### config.mk
export PLATFORM = sky130hd
export DESIGN_NAME = uart_calc
export DESIGN_NICKNAME = d
export VERILOG_FILES = /design/src/design/uart_pkg.sv /design/src/design/calc_pkg.sv /design/src/design/baud_gen.sv /design/src/design/uart_rx.sv /design/src/design/uart_tx.sv /design/src/design/byte_fifo.sv /design/src/design/uart_top.sv /design/src/design/uart_calc.sv
export SDC_FILE = /design/constraint.sdc
export NUM_CORES = 1
export LEC_CHECK = 0
export BUFFER_PORTS_ARGS = -buffer_cell sky130_fd_sc_hd__buf_2
export CAP_MARGIN = 20
export CORE_MARGIN = 5
export CORE_UTILIZATION = 35
export CTS_CLUSTER_DIAMETER = 50
export DETAILED_ROUTE_END_ITERATION = 10
export PLACE_DENSITY = 0.47
export SLEW_MARGIN = 20
export SYNTH_ARGS = -nofsm -noshare
export SYNTH_HDL_FRONTEND = slang
export SYNTH_HIERARCHICAL = 1
export SYNTH_SLANG_ARGS = --single-unit
### constraint.sdc
create_clock -name i_clk -period 2.8 [get_ports i_clk]
set_input_delay 0.28 -clock i_clk [delete_from_list [all_inputs] [get_ports i_clk]]
set_output_delay 0.28 -clock i_clk [all_outputs]
set_load 0.02 [all_outputs]
### src/design/uart_pkg.sv
package uart_pkg;

    localparam int DBIT    = 8;     // Data bits per frame
    localparam int SB_TICK = 16;    // Ticks in one stop bit
    localparam int DVSR    = 163;   // Tick every DVSR+1 clocks
    localparam int DVSR_W  = 8;     // Divisor counter width
    localparam int FIFO_W  = 2;     // FIFO address bits, 4 entries

    typedef logic [DBIT-1:0] uart_byte_t;

    // Head of the receive FIFO as the command sequencer sees it
    typedef struct packed {
        uart_byte_t data;           // Valid while empty is low
        logic       empty;
    } rx_side_t;

endpackage

### src/design/calc_pkg.sv
package calc_pkg;

    localparam uart_pkg::uart_byte_t OP_ADD = 8'h01;   // Wraps modulo 256
    localparam uart_pkg::uart_byte_t OP_SUB = 8'h02;   // Wraps modulo 256
    localparam uart_pkg::uart_byte_t OP_AND = 8'h03;
    localparam uart_pkg::uart_byte_t OP_OR  = 8'h04;

    typedef enum logic [2:0] {
        IDLE,       // Waiting for the opcode byte
        GET_OP1,
        GET_OP2,
        COMPUTE,    // Result register loads here
        SEND        // Held while the TX FIFO is full
    } calc_state_t;

    typedef uart_pkg::uart_byte_t calc_word_t;

endpackage

### src/design/baud_gen.sv
`timescale 1ns/1ps

module baud_gen (
    input  logic i_clk,
    input  logic i_reset,
    output logic o_tick     // One-cycle pulse, 16 per bit period
);
    import uart_pkg::*;

    logic [DVSR_W-1:0] cnt_reg;

    always_ff @(posedge i_clk or posedge i_reset)
    begin
        if (i_reset)
            cnt_reg <= '0;
        else if (cnt_reg == DVSR)
            cnt_reg <= '0;                  // Wrap after DVSR+1 clocks
        else
            cnt_reg <= cnt_reg + 1'b1;
    end

    assign o_tick = (cnt_reg == DVSR);

endmodule

### src/design/uart_rx.sv
`timescale 1ns/1ps

module uart_rx (
    input  logic                 i_clk,
    input  logic                 i_reset,
    input  logic                 i_rx,          // Serial line, idles high
    input  logic                 i_tick,        // 16x oversampling tick
    output logic                 o_rx_done,     // One-cycle pulse per byte
    output uart_pkg::uart_byte_t o_dout
);
    import uart_pkg::*;

    typedef enum logic [1:0] {RX_IDLE, RX_START, RX_DATA, RX_STOP} rx_state_t;

    rx_state_t               state_reg, state_next;
    logic [3:0]              s_reg, s_next;     // Ticks within a bit
    logic [$clog2(DBIT)-1:0] n_reg, n_next;     // Data bits received
    uart_byte_t              b_reg, b_next;     // Shift register, LSB first
    logic [1:0]              rx_sync;           // Two-flop synchronizer
    logic                    rx_bit;

    assign rx_bit = rx_sync[1];
    assign o_dout = b_reg;

    always_ff @(posedge i_clk or posedge i_reset)
    begin
        if (i_reset)
        begin
            rx_sync   <= 2'b11;                 // Line idle
            state_reg <= RX_IDLE;
            s_reg     <= '0;
            n_reg     <= '0;
        end
        else
        begin
            rx_sync   <= {rx_sync[0], i_rx};
            state_reg <= state_next;
            s_reg     <= s_next;
            n_reg     <= n_next;
        end
    end

    always_ff @(posedge i_clk)
    begin
        b_reg <= b_next;
    end

    always_comb
    begin
        state_next = state_reg;
        s_next     = s_reg;
        n_next     = n_reg;
        b_next     = b_reg;
        o_rx_done  = 1'b0;
        case (state_reg)
            RX_IDLE:
            begin
                if (!rx_bit)
                begin
                    state_next = RX_START;          // Falling start edge
                    s_next     = '0;
                end
            end
            RX_START:
            begin
                if (i_tick)
                begin
                    if (s_reg == 4'd7)
                    begin
                        state_next = RX_DATA;       // Middle of start bit
                        s_next     = '0;
                        n_next     = '0;
                    end
                    else
                        s_next = s_reg + 1'b1;
                end
            end
            RX_DATA:
            begin
                if (i_tick)
                begin
                    if (s_reg == 4'd15)
                    begin
                        s_next = '0;
                        b_next = {rx_bit, b_reg[DBIT-1:1]};
                        if (n_reg == DBIT - 1)
                            state_next = RX_STOP;
                        else
                            n_next = n_reg + 1'b1;
                    end
                    else
                        s_next = s_reg + 1'b1;
                end
            end
            RX_STOP:
            begin
                if (i_tick)
                begin
                    if (s_reg == SB_TICK - 1)
                    begin
                        state_next = RX_IDLE;       // At stop-bit midpoint
                        o_rx_done  = 1'b1;
                    end
                    else
                        s_next = s_reg + 1'b1;
                end
            end
            default: state_next = RX_IDLE;
        endcase
    end

endmodule

### src/design/uart_tx.sv
`timescale 1ns/1ps

module uart_tx (
    input  logic                 i_clk,
    input  logic                 i_reset,
    input  logic                 i_tx_start,    // Level, sampled when idle
    input  logic                 i_tick,
    input  uart_pkg::uart_byte_t i_din,
    output logic                 o_tx_done,     // Pulse at end of stop bit
    output logic                 o_tx
);
    import uart_pkg::*;

    typedef enum logic [1:0] {TX_IDLE, TX_START, TX_DATA, TX_STOP} tx_state_t;

    tx_state_t               state_reg, state_next;
    logic [3:0]              s_reg, s_next;
    logic [$clog2(DBIT)-1:0] n_reg, n_next;
    uart_byte_t              b_reg, b_next;     // Bits still to shift out
    logic                    tx_reg, tx_next;

    assign o_tx = tx_reg;                       // Straight from a flop

    always_ff @(posedge i_clk or posedge i_reset)
    begin
        if (i_reset)
        begin
            state_reg <= TX_IDLE;
            s_reg     <= '0;
            n_reg     <= '0;
            tx_reg    <= 1'b1;                  // Line idles high
        end
        else
        begin
            state_reg <= state_next;
            s_reg     <= s_next;
            n_reg     <= n_next;
            tx_reg    <= tx_next;
        end
    end

    always_ff @(posedge i_clk)
    begin
        b_reg <= b_next;
    end

    always_comb
    begin
        state_next = state_reg;
        s_next     = s_reg;
        n_next     = n_reg;
        b_next     = b_reg;
        tx_next    = 1'b1;
        o_tx_done  = 1'b0;
        case (state_reg)
            TX_IDLE:
            begin
                if (i_tx_start)
                begin
                    state_next = TX_START;
                    s_next     = '0;
                    b_next     = i_din;
                end
            end
            TX_START:
            begin
                tx_next = 1'b0;
                if (i_tick)
                begin
                    if (s_reg == 4'd15)
                    begin
                        state_next = TX_DATA;
                        s_next     = '0;
                        n_next     = '0;
                    end
                    else
                        s_next = s_reg + 1'b1;
                end
            end
            TX_DATA:
            begin
                tx_next = b_reg[0];                 // LSB first
                if (i_tick)
                begin
                    if (s_reg == 4'd15)
                    begin
                        s_next = '0;
                        b_next = b_reg >> 1;
                        if (n_reg == DBIT - 1)
                            state_next = TX_STOP;
                        else
                            n_next = n_reg + 1'b1;
                    end
                    else
                        s_next = s_reg + 1'b1;
                end
            end
            TX_STOP:
            begin
                if (i_tick)
                begin
                    if (s_reg == SB_TICK - 1)
                    begin
                        state_next = TX_IDLE;
                        o_tx_done  = 1'b1;
                    end
                    else
                        s_next = s_reg + 1'b1;
                end
            end
            default: state_next = TX_IDLE;
        endcase
    end

endmodule

### src/design/byte_fifo.sv
`timescale 1ns/1ps

module byte_fifo (
    input  logic                 i_clk,
    input  logic                 i_reset,
    input  logic                 i_rd,          // Pop, ignored when empty
    input  logic                 i_wr,          // Push, ignored when full
    input  uart_pkg::uart_byte_t i_w_data,
    output uart_pkg::uart_byte_t o_r_data,      // Show-ahead head entry
    output logic                 o_empty,
    output logic                 o_full
);
    import uart_pkg::*;

    uart_byte_t        mem [2**FIFO_W];
    logic [FIFO_W-1:0] w_ptr, r_ptr;
    logic [FIFO_W-1:0] w_ptr_inc, r_ptr_inc;
    logic              wr_en, rd_en;

    assign wr_en     = i_wr & ~o_full;
    assign rd_en     = i_rd & ~o_empty;
    assign w_ptr_inc = w_ptr + 1'b1;
    assign r_ptr_inc = r_ptr + 1'b1;
    assign o_r_data  = mem[r_ptr];

    always_ff @(posedge i_clk)
    begin
        if (wr_en)
            mem[w_ptr] <= i_w_data;
    end

    always_ff @(posedge i_clk or posedge i_reset)
    begin
        if (i_reset)
        begin
            w_ptr   <= '0;
            r_ptr   <= '0;
            o_empty <= 1'b1;
            o_full  <= 1'b0;
        end
        else
        begin
            case ({wr_en, rd_en})
                2'b01:
                begin
                    r_ptr   <= r_ptr_inc;
                    o_full  <= 1'b0;
                    o_empty <= (r_ptr_inc == w_ptr);    // Last entry popped
                end
                2'b10:
                begin
                    w_ptr   <= w_ptr_inc;
                    o_empty <= 1'b0;
                    o_full  <= (w_ptr_inc == r_ptr);    // Wrapped onto head
                end
                2'b11:
                begin
                    w_ptr <= w_ptr_inc;                 // Occupancy unchanged
                    r_ptr <= r_ptr_inc;
                end
                default: ;
            endcase
        end
    end

endmodule

### src/design/uart_top.sv
`timescale 1ns/1ps

module uart_top (
    input  logic                 i_clk,
    input  logic                 i_reset,
    input  logic                 i_rd_uart,     // Pop RX FIFO
    input  logic                 i_wr_uart,     // Push TX FIFO
    input  logic                 i_rx,
    input  uart_pkg::uart_byte_t i_w_data,
    output uart_pkg::rx_side_t   o_rx,          // RX FIFO head and empty
    output logic                 o_tx_full,
    output logic                 o_tx
);
    import uart_pkg::*;

    logic       tick;
    logic       rx_done, tx_done;
    logic       rx_empty, tx_empty;
    uart_byte_t rx_dout, rx_head, tx_head;

    assign o_rx = '{data: rx_head, empty: rx_empty};

    baud_gen u_baud (
        .i_clk   (i_clk),
        .i_reset (i_reset),
        .o_tick  (tick)
    );

    uart_rx u_rx (
        .i_clk     (i_clk),
        .i_reset   (i_reset),
        .i_rx      (i_rx),
        .i_tick    (tick),
        .o_rx_done (rx_done),
        .o_dout    (rx_dout)
    );

    byte_fifo u_rx_fifo (
        .i_clk    (i_clk),
        .i_reset  (i_reset),
        .i_rd     (i_rd_uart),
        .i_wr     (rx_done),        // Byte dropped when full
        .i_w_data (rx_dout),
        .o_r_data (rx_head),
        .o_empty  (rx_empty),
        .o_full   ()
    );

    byte_fifo u_tx_fifo (
        .i_clk    (i_clk),
        .i_reset  (i_reset),
        .i_rd     (tx_done),        // Pop once the frame is out
        .i_wr     (i_wr_uart),
        .i_w_data (i_w_data),
        .o_r_data (tx_head),
        .o_empty  (tx_empty),
        .o_full   (o_tx_full)
    );

    uart_tx u_tx (
        .i_clk      (i_clk),
        .i_reset    (i_reset),
        .i_tx_start (~tx_empty),
        .i_tick     (tick),
        .i_din      (tx_head),
        .o_tx_done  (tx_done),
        .o_tx       (o_tx)
    );

endmodule

### src/design/uart_calc.sv
`timescale 1ns/1ps

module uart_calc (
    input  logic i_clk,
    input  logic i_reset,
    input  logic i_rx,          // Opcode, operand one, operand two
    output logic o_tx           // One result byte per command
);
    import uart_pkg::*;
    import calc_pkg::*;

    calc_state_t state_reg, state_next;
    calc_word_t  opcode_reg, op1_reg, op2_reg;
    calc_word_t  result_reg, result_next;
    calc_word_t  alu_out;
    rx_side_t    rx_head;
    logic        tx_full;
    logic        rd_uart, wr_uart;

    uart_top u_uart (
        .i_clk     (i_clk),
        .i_reset   (i_reset),
        .i_rd_uart (rd_uart),
        .i_wr_uart (wr_uart),
        .i_rx      (i_rx),
        .i_w_data  (result_reg),    // Registered result
        .o_rx      (rx_head),
        .o_tx_full (tx_full),
        .o_tx      (o_tx)
    );

    always_ff @(posedge i_clk or posedge i_reset)
    begin
        if (i_reset)
        begin
            state_reg  <= IDLE;
            result_reg <= '0;
        end
        else
        begin
            state_reg  <= state_next;
            result_reg <= result_next;
        end
    end

    // Capture each byte on its pop
    always_ff @(posedge i_clk)
    begin
        if (rd_uart)
        begin
            case (state_reg)
                IDLE:    opcode_reg <= rx_head.data;
                GET_OP1: op1_reg    <= rx_head.data;
                GET_OP2: op2_reg    <= rx_head.data;
                default: ;
            endcase
        end
    end

    always_comb
    begin
        case (opcode_reg)
            OP_ADD:  alu_out = op1_reg + op2_reg;   // Wraps
            OP_SUB:  alu_out = op1_reg - op2_reg;
            OP_AND:  alu_out = op1_reg & op2_reg;
            OP_OR:   alu_out = op1_reg | op2_reg;
            default: alu_out = '0;                  // Unknown opcode
        endcase
    end

    always_comb
    begin
        state_next  = state_reg;
        result_next = result_reg;
        rd_uart     = 1'b0;
        wr_uart     = 1'b0;
        case (state_reg)
            IDLE:
            begin
                if (!rx_head.empty)
                begin
                    rd_uart    = 1'b1;
                    state_next = GET_OP1;
                end
            end
            GET_OP1:
            begin
                if (!rx_head.empty)
                begin
                    rd_uart    = 1'b1;
                    state_next = GET_OP2;
                end
            end
            GET_OP2:
            begin
                if (!rx_head.empty)
                begin
                    rd_uart    = 1'b1;
                    state_next = COMPUTE;
                end
            end
            COMPUTE:
            begin
                result_next = alu_out;
                state_next  = SEND;
            end
            SEND:
            begin
                if (!tx_full)
                begin
                    wr_uart    = 1'b1;          // Hold here under back-pressure
                    state_next = IDLE;
                end
            end
            default: state_next = IDLE;
        endcase
    end

endmodule

==> flow_metrics.py, run 1 <==
metrics = {
    "drt": {
        "drc": 0,
        "drt-wirelength-per-cell_um": 14.9,
        "ant_nets": 0,
        "first_pass_iters": 4,
        "drt_iter0_markers": 166,
        "vias_per_cell": 4.82,
        "routed_wl_um": 12600,
        "vias": 4055,
    },
    "setup_path": {
        "cp.required_ps": 3160,
        "criticalPathCategory": "reg2reg",
        "arrival_ps": 2900,
        "cp-end-kind": "flip-flop",
        "cp-start-kind": "flip-flop",
        "worstPathMaxFanout": 5,
    },
    "floorplanning": {
        "coreArea_mm2": 0.0210,
        "rows": 53,
        "dieArea_mm2": 0.0243,
        "initial_core_util": 0.355,
        "die_h_um": 156,
        "chipWidth_um": 156,
        "pin_count": 4,
    },
    "placed_design": {
        "dp_slack_ps": 225,
        "dp_hpwl_um": 9080,
        "io_buffer_count": 3,
        "gp_congestion": 0.772,
    },
    "synthesis": {
        "post-synth-top-area-fraction": 0.419,
        "synth_cell_types": 72,
        "ys.flop_type": "edfxtp_1",
        "synth_nets": 568,
        "ys_seq_area_frac": 0.594,
        "synth_top_cell_by_area": "edfxtp_1",
        "synth_area_per_cell_um2": 14.1,
        "netlist_top_cells_area": "edfxtp_1 42%, dfrtp_1 16%, ha_1 6.0%, mux4_2 3.0%, mux4_1 2.1%",
        "synth-seq-cells": 156,
        "synth_cells": 528,
        "syn_area_mm2": 0.00745,
        "synth-edff-count": 104,
        "yosysWarnings": 6,
        "ys_async_sr_fraction": 0.333,
    },
    "timing": {
        "fin_hold_ws_ps": 357,
        "fin_worst_skew_ps": 12.1,
        "finalWorstSetupSlack_ps": 259,
        "hold_viol_final": 0,
        "fmax_ghz": 0.393,
        "fin_crit_sh": 0.908,
        "setup_viol": 0,
        "maxSlewViolCount": 0,
        "timing.slew.headroom": 0.601,
        "finalSetupTns_ps": 0,
        "tightest_slew_ps": 599,
        "rsz0062_at_grt": "false",
        "min_period_ps": 2540,
    },
    "grt": {
        "grt_usage": 0.113,
        "grt_overflow": 0,
        "grt_pass1_wl_um": 21700,
        "antenna_found_initial": 0,
        "grt_pass1_vias": 4232,
        "grt_max_degree": 21,
    },
    "run_status": {
        "status": "finished clean",
    },
    "cells_and_area": {
        "antenna_cells": 0,
        "syn2layout_area_growth_pct": 14.1,
        "top_regs": "u_uart/u_rx_fifo/mem: 32 flops, u_uart/u_tx_fifo/mem: 32 flops",
        "fillerInstances": 1908,
        "final_nets": 593,
        "final_util": 0.405,
        "layout-drive-gt1-share": 0.198,
    },
    "clocking": {
        "cts_buffer_depth": 2,
        "cts-root-buf": "clkbuf_16",
        "cts_buffers": 17,
        "htree_num_levels": 4,
        "cts_setup_buffers": 0,
        "clkTransAtPathRegs_ps": 70,
        "cts_tree": "built",
        "clkLatencyLatePin_ps": 430,
        "clock-sinks": 156,
    },
    "power": {
        "peakVddDrop_uv": 322,
        "powerDensity_mw_per_mm2": 561,
        "cellLeakagePower_nw": 3.12,
    },
    "worst_hold_path": {
        "hp-class": "reg2reg",
    },
    "run": {
        "cap_violations": 0,
    },
}
-- cell families after synthesis --
family / count (synthesis) / synth area share
XOR/XNOR: 30 / 0.0373
flip-flops: 156 / 0.594
adder cells (fa/ha/maj): 37 / 0.0631
buffers and inverters: 47 / 0.0304
AND/OR/NAND/NOR: 139 / 0.113
AO/OA/AOI/OAI: 84 / 0.0811
multiplexers: 35 / 0.0806
-- path summary, 6_finish.rpt --
kind / start / to / slack (ps) / depth (start not counted)
max reg2reg: u_uart/u_baud/cnt_reg[2]$_DFF_PP0_ / u_uart/u_tx_fifo/o_empty$_DFFE_PP1P_ / 260 / 8
min in group asynchronous: i_reset / u_uart/u_rx_fifo/r_ptr[0]$_DFFE_PP0P_ / 390 / 3
min: u_uart/u_rx/rx_sync[0]$_DFF_PP1_ / u_uart/u_rx/rx_sync[1]$_DFF_PP1_ / 360 / 0
min reg2reg: u_uart/u_rx/rx_sync[0]$_DFF_PP1_ / u_uart/u_rx/rx_sync[1]$_DFF_PP1_ / 360 / 0
max: u_uart/u_baud/cnt_reg[2]$_DFF_PP0_ / u_uart/u_tx_fifo/o_empty$_DFFE_PP1P_ / 260 / 8
max in group asynchronous: i_reset / u_uart/u_rx/rx_sync[0]$_DFF_PP1_ / 2000 / 3
-- synthesized netlist by cell type, drive strengths merged, types with 2 or more instances --
library cell  instances
a211oi                2
a21o                  5
a21oi                11
a221o                 3
a22o                  9
a22oi                 5
a31oi                 2
and2                 10
and3                  8
and4                  2
buf                  13
clkbuf                6
dfrtp                47
dfstp                 5
edfxtp              104
ha                   36
inv                  28
mux2                 16
mux2i                 3
mux4                 16
nand2                29
nand2b                6
nand3                 8
nand3b                4
nand4                 4
nor2                 31
nor2b                 6
nor3                  6
nor3b                 3
nor4                  3
nor4b                 8
o2111ai               4
o211ai                4
o21ai                22
o22ai                 9
or3                   4
or4                   3
xnor2                17
xor2                 13
-- power by group --
part,leakage [nW],total [mW],switching (mW),internal (mW)
Sequential,1.51,2.44,0.000712,2.44
Combinational,1.30,0.0198,0.0164,0.00340
Clock,0.304,2.31,1.09,1.23
-- layer usage --
metal / vias up / share of wire / global-route usage
met4: 0 / 0.016 / 0.0417
met1: 1978 / 0.46 / 0.142
met3: 17 / 0.022 / 0.0280
li1: 2029 / - / -
met5: - / 0 / 0
met2: 31 / 0.50 / 0.188
-- critical path, stage by stage (launching register included) --
cell      delay (ps)
dfrtp_1          450
nor4b_2          370
and4b_1          260
and4_1           240
and2_2           160
nand2b_1          90
ha_1             360
nor4b_1          350
a221o_1          200
-- placed cells by master, fill, tap and decap left out, drive strengths merged, types with 5 or more instances in the layout --
cell type  count
a21o           5
a21oi         11
a22o           9
a22oi          5
and2          10
and3           8
buf           23
clkbuf        17
clkinv        11
dfrtp         47
dfstp          5
edfxtp       104
ha            36
inv           32
mux2          16
mux4          16
nand2         29
nand2b         6
nand3          8
nor2          31
nor2b          6
nor3           6
nor4b          8
o21ai         22
o22ai          9
xnor2         17
xor2          13
-- layout make-up --
cell class | count | area (µm²) | share of cell area
inverter | 28 | 105 | 0.0124
tap | 275 | 344 | 0.0405
clock buffer | 17 | 425 | 0.0500
clock inverter | 15 | 211 | 0.0249
multi-input combinational | 325 | 2800 | 0.330
sequential | 156 | 4430 | 0.521
timing repair buffer | 25 | 185 | 0.0218
-- what timing repair did --
action	CTS	global route
setup endpoints to repair	0	2
gates resized for setup	0	1
hold buffers	2	0
hold endpoints to repair	48	0
-- per-stage QoR --
step,total power [mW],cells,cell area [µm²]
CTS,4.83,841,8500
global route,4.96,841,8500
global placement,2.51,807,7840
detailed placement,2.51,807,7840
finish,4.77,841,8500
floorplan,2.50,528,7450
Power figures use the tool's default switching activity.
==> run 2: changes to the inputs <==
Settings changed: CORE_UTILIZATION 35 to 48, PLACE_DENSITY 0.47 to 0.61.
==> run 2 against run 1 <==
Effect of this change: total power is 3.0% lower; utilization is 14 points higher; worst hold slack better by 2.9 ps; sequential power hardly changed; wire length is 4.1% lower; cell area is 2.7% lower; critical endpoint unchanged; first-iteration DRC count is 20% higher; register-to-register slack worse by 90 ps; maximum frequency is 3.3% lower; global-route usage is 3.3 points higher.
==> flow_metrics.py, run 2 (synthesis results as in run 1) <==
metrics = {
    "grt": {
        "grt_util_met1": 0.178,
        "grt_overflow": 0,
        "grt_pass1_wl_um": 20700,
        "grt_usage": 0.146,
        "grt_pass1_vias": 4174,
        "antenna_found_initial": 0,
        "grt_use_met2": 0.246,
        "met3_usage": 0.0350,
        "grt_max_degree": 18,
        "grt_busiest_layer": "met2",
    },
    "setup_path": {
        "arrival_ps": 2990,
        "crit_family": "simple AND/OR/NAND/NOR gates",
        "reg2reg_from": "u_uart/u_baud/cnt_reg[2]$_DFF_PP0_",
        "critical-path-max-stage-delay_ps": 450,
        "cp-start-kind": "flip-flop",
        "criticalPathCategory": "reg2reg",
        "worstPathMaxFanout": 6,
        "crit_chain": "nor4b_2 > and4b_1 > and4_1 > and2_2 > nand2b_1 > ha_1 > nor4b_1 > a221o_1",
        "reg2regPathDepth": 8,
        "cp_num_buf_inv": 0,
        "crit_start": "u_uart/u_baud/cnt_reg[2]$_DFF_PP0_",
        "worst-path-stages": 8,
        "cpMaxStageDelayCell": "dfrtp_1",
        "cp-end-kind": "flip-flop",
        "cp.required_ps": 3160,
    },
    "run": {
        "cap_violations": 0,
    },
    "clocking": {
        "clock-sinks": 156,
        "clkTransAtPathRegs_ps": 60,
        "cts_buffer_depth": 2,
        "htree_num_levels": 4,
        "clkLatencyLatePin_ps": 420,
        "cts_buffers": 17,
        "cts-root-buf": "clkbuf_16",
        "cts_tree": "built",
    },
    "placed_design": {
        "post_dp_cell_area_mm2": 0.00769,
        "gp_congestion": 0.792,
        "dp_hpwl_um": 8520,
        "io_buffer_count": 3,
    },
    "worst_hold_path": {
        "min_path_cells": 0,
        "min_from": "u_uart/u_rx/rx_sync[0]$_DFF_PP1_",
        "hp-class": "reg2reg",
    },
    "floorplanning": {
        "rows": 45,
        "dieArea_mm2": 0.0181,
        "pin_count": 4,
        "die_h_um": 135,
        "coreArea_mm2": 0.0152,
        "initial_core_util": 0.490,
        "chipWidth_um": 135,
    },
    "cells_and_area": {
        "finalInstanceArea_mm2": 0.00828,
        "final_common_cell": "edfxtp_1",
        "final_cell_mix": "104 x edfxtp_1, 47 x dfrtp_1, 36 x ha_1",
        "top_regs": "u_uart/u_rx_fifo/mem: 32 flops, u_uart/u_tx_fifo/mem: 32 flops",
        "antenna_cells": 0,
        "final_nets": 588,
        "layout-drive-gt1-share": 0.186,
        "regArea_mm2": 0.00443,
        "syn2layout_area_growth_pct": 11.0,
        "multi_input_area_mm2": 0.00280,
        "fillerInstances": 1280,
    },
    "run_status": {
        "status": "finished clean",
    },
    "power": {
        "power_mw": 4.63,
        "p_seq_frac": 0.527,
        "p_int_mw": 3.69,
        "peakVddDrop_uv": 464,
        "swShare": 0.204,
        "pwr-share-clk": 0.468,
        "cellLeakagePower_nw": 3.05,
        "p_sw_mw": 0.943,
        "combPwrFrac": 0.004,
        "powerDensity_mw_per_mm2": 559,
    },
    "drt": {
        "ant_nets": 0,
        "vias": 4101,
        "first_pass_iters": 4,
        "drt-wirelength-per-cell_um": 16.1,
        "drt_iter0_markers": 200,
        "vias_per_cell": 5.48,
        "routed_wl_um": 12100,
        "drc": 0,
    },
    "timing": {
        "hold_viol_final": 0,
        "setup_viol": 0,
        "min_period_ps": 2630,
        "fmax_ghz": 0.380,
        "fin_worst_skew_ps": 10.6,
        "rsz0062_at_grt": "false",
        "tightest_slew_ps": 717,
        "finalSetupTns_ps": 0,
        "timing.slew.headroom": 0.522,
        "maxSlewViolCount": 0,
        "fin_crit_sh": 0.939,
    },
}
-- run 2: layout make-up --
type                    instances  share of cell area
clock buffers                  18              0.0519
clock inverters                13              0.0160
inverters                      28              0.0127
multi-input cells             325               0.338
flip-flops and latches        156               0.535
well taps                     188              0.0284
repair buffers                 20              0.0178
-- run 2: worst reg2reg max path, stage by stage (launching register included) --
cell and delay (ps):
dfrtp_1 450, nor4b_2 370, and4b_1 390, and4_1 240, and2_2 150, nand2b_1 80, ha_1 350, nor4b_1 330
a221o_1 200
-- run 2: power groups by stage --
stage	Clock (mW)	Combinational (mW)	Sequential [mW]
6_report	2.17	0.0198	2.44
5_1_grt	2.34	0.0245	2.44
4_1_cts	2.24	0.0215	2.44
3_5_place_dp	0	0.0192	2.49
3_3_place_gp	0	0.0190	2.49
2_1_floorplan	0	0.0116	2.49
-- run 2: repair_timing --
action / in CTS / in global routing
hold endpoints to repair: 48 / 0
hold buffers: 2 / 0
setup endpoints to repair: 0 / 3
gates resized for setup: 0 / 0
setup buffers: 0 / 1
-- run 2: final timing paths --
check | to | slack [ps]
worst max-delay path | u_uart/u_tx_fifo/o_empty$_DFFE_PP1P_ | 170
min in group asynchronous | u_uart/u_rx_fifo/w_ptr[1]$_DFFE_PP0P_ | 370
max in group asynchronous | u_uart/u_rx/rx_sync[1]$_DFF_PP1_ | 2010
worst min register to register | u_uart/u_rx/rx_sync[1]$_DFF_PP1_ | 360
worst min-delay path | u_uart/u_rx/rx_sync[1]$_DFF_PP1_ | 360
worst max register to register | u_uart/u_tx_fifo/o_empty$_DFFE_PP1P_ | 170
-- run 2: metrics by stage --
step | utilization | hold WS (ps) | cells | setup WS [ps]
2_1_floorplan | - | 70.2 | 528 | 232
3_3_place_gp | 0.506 | 283 | 714 | 207
3_5_place_dp | 0.506 | 277 | 714 | 170
4_1_cts | 0.544 | 359 | 747 | 138
5_1_grt | 0.544 | 368 | 748 | 29.0
6_report | 0.544 | 360 | 748 | 171
-- run 2: routing by layer --
| metal | vias up | part of all wire |
|---|---|---|
| met5 | - | 0 |
| met4 | 0 | 0.020 |
| met3 | 19 | 0.022 |
| met2 | 42 | 0.51 |
| met1 | 2017 | 0.45 |
| li1 | 2023 | - |
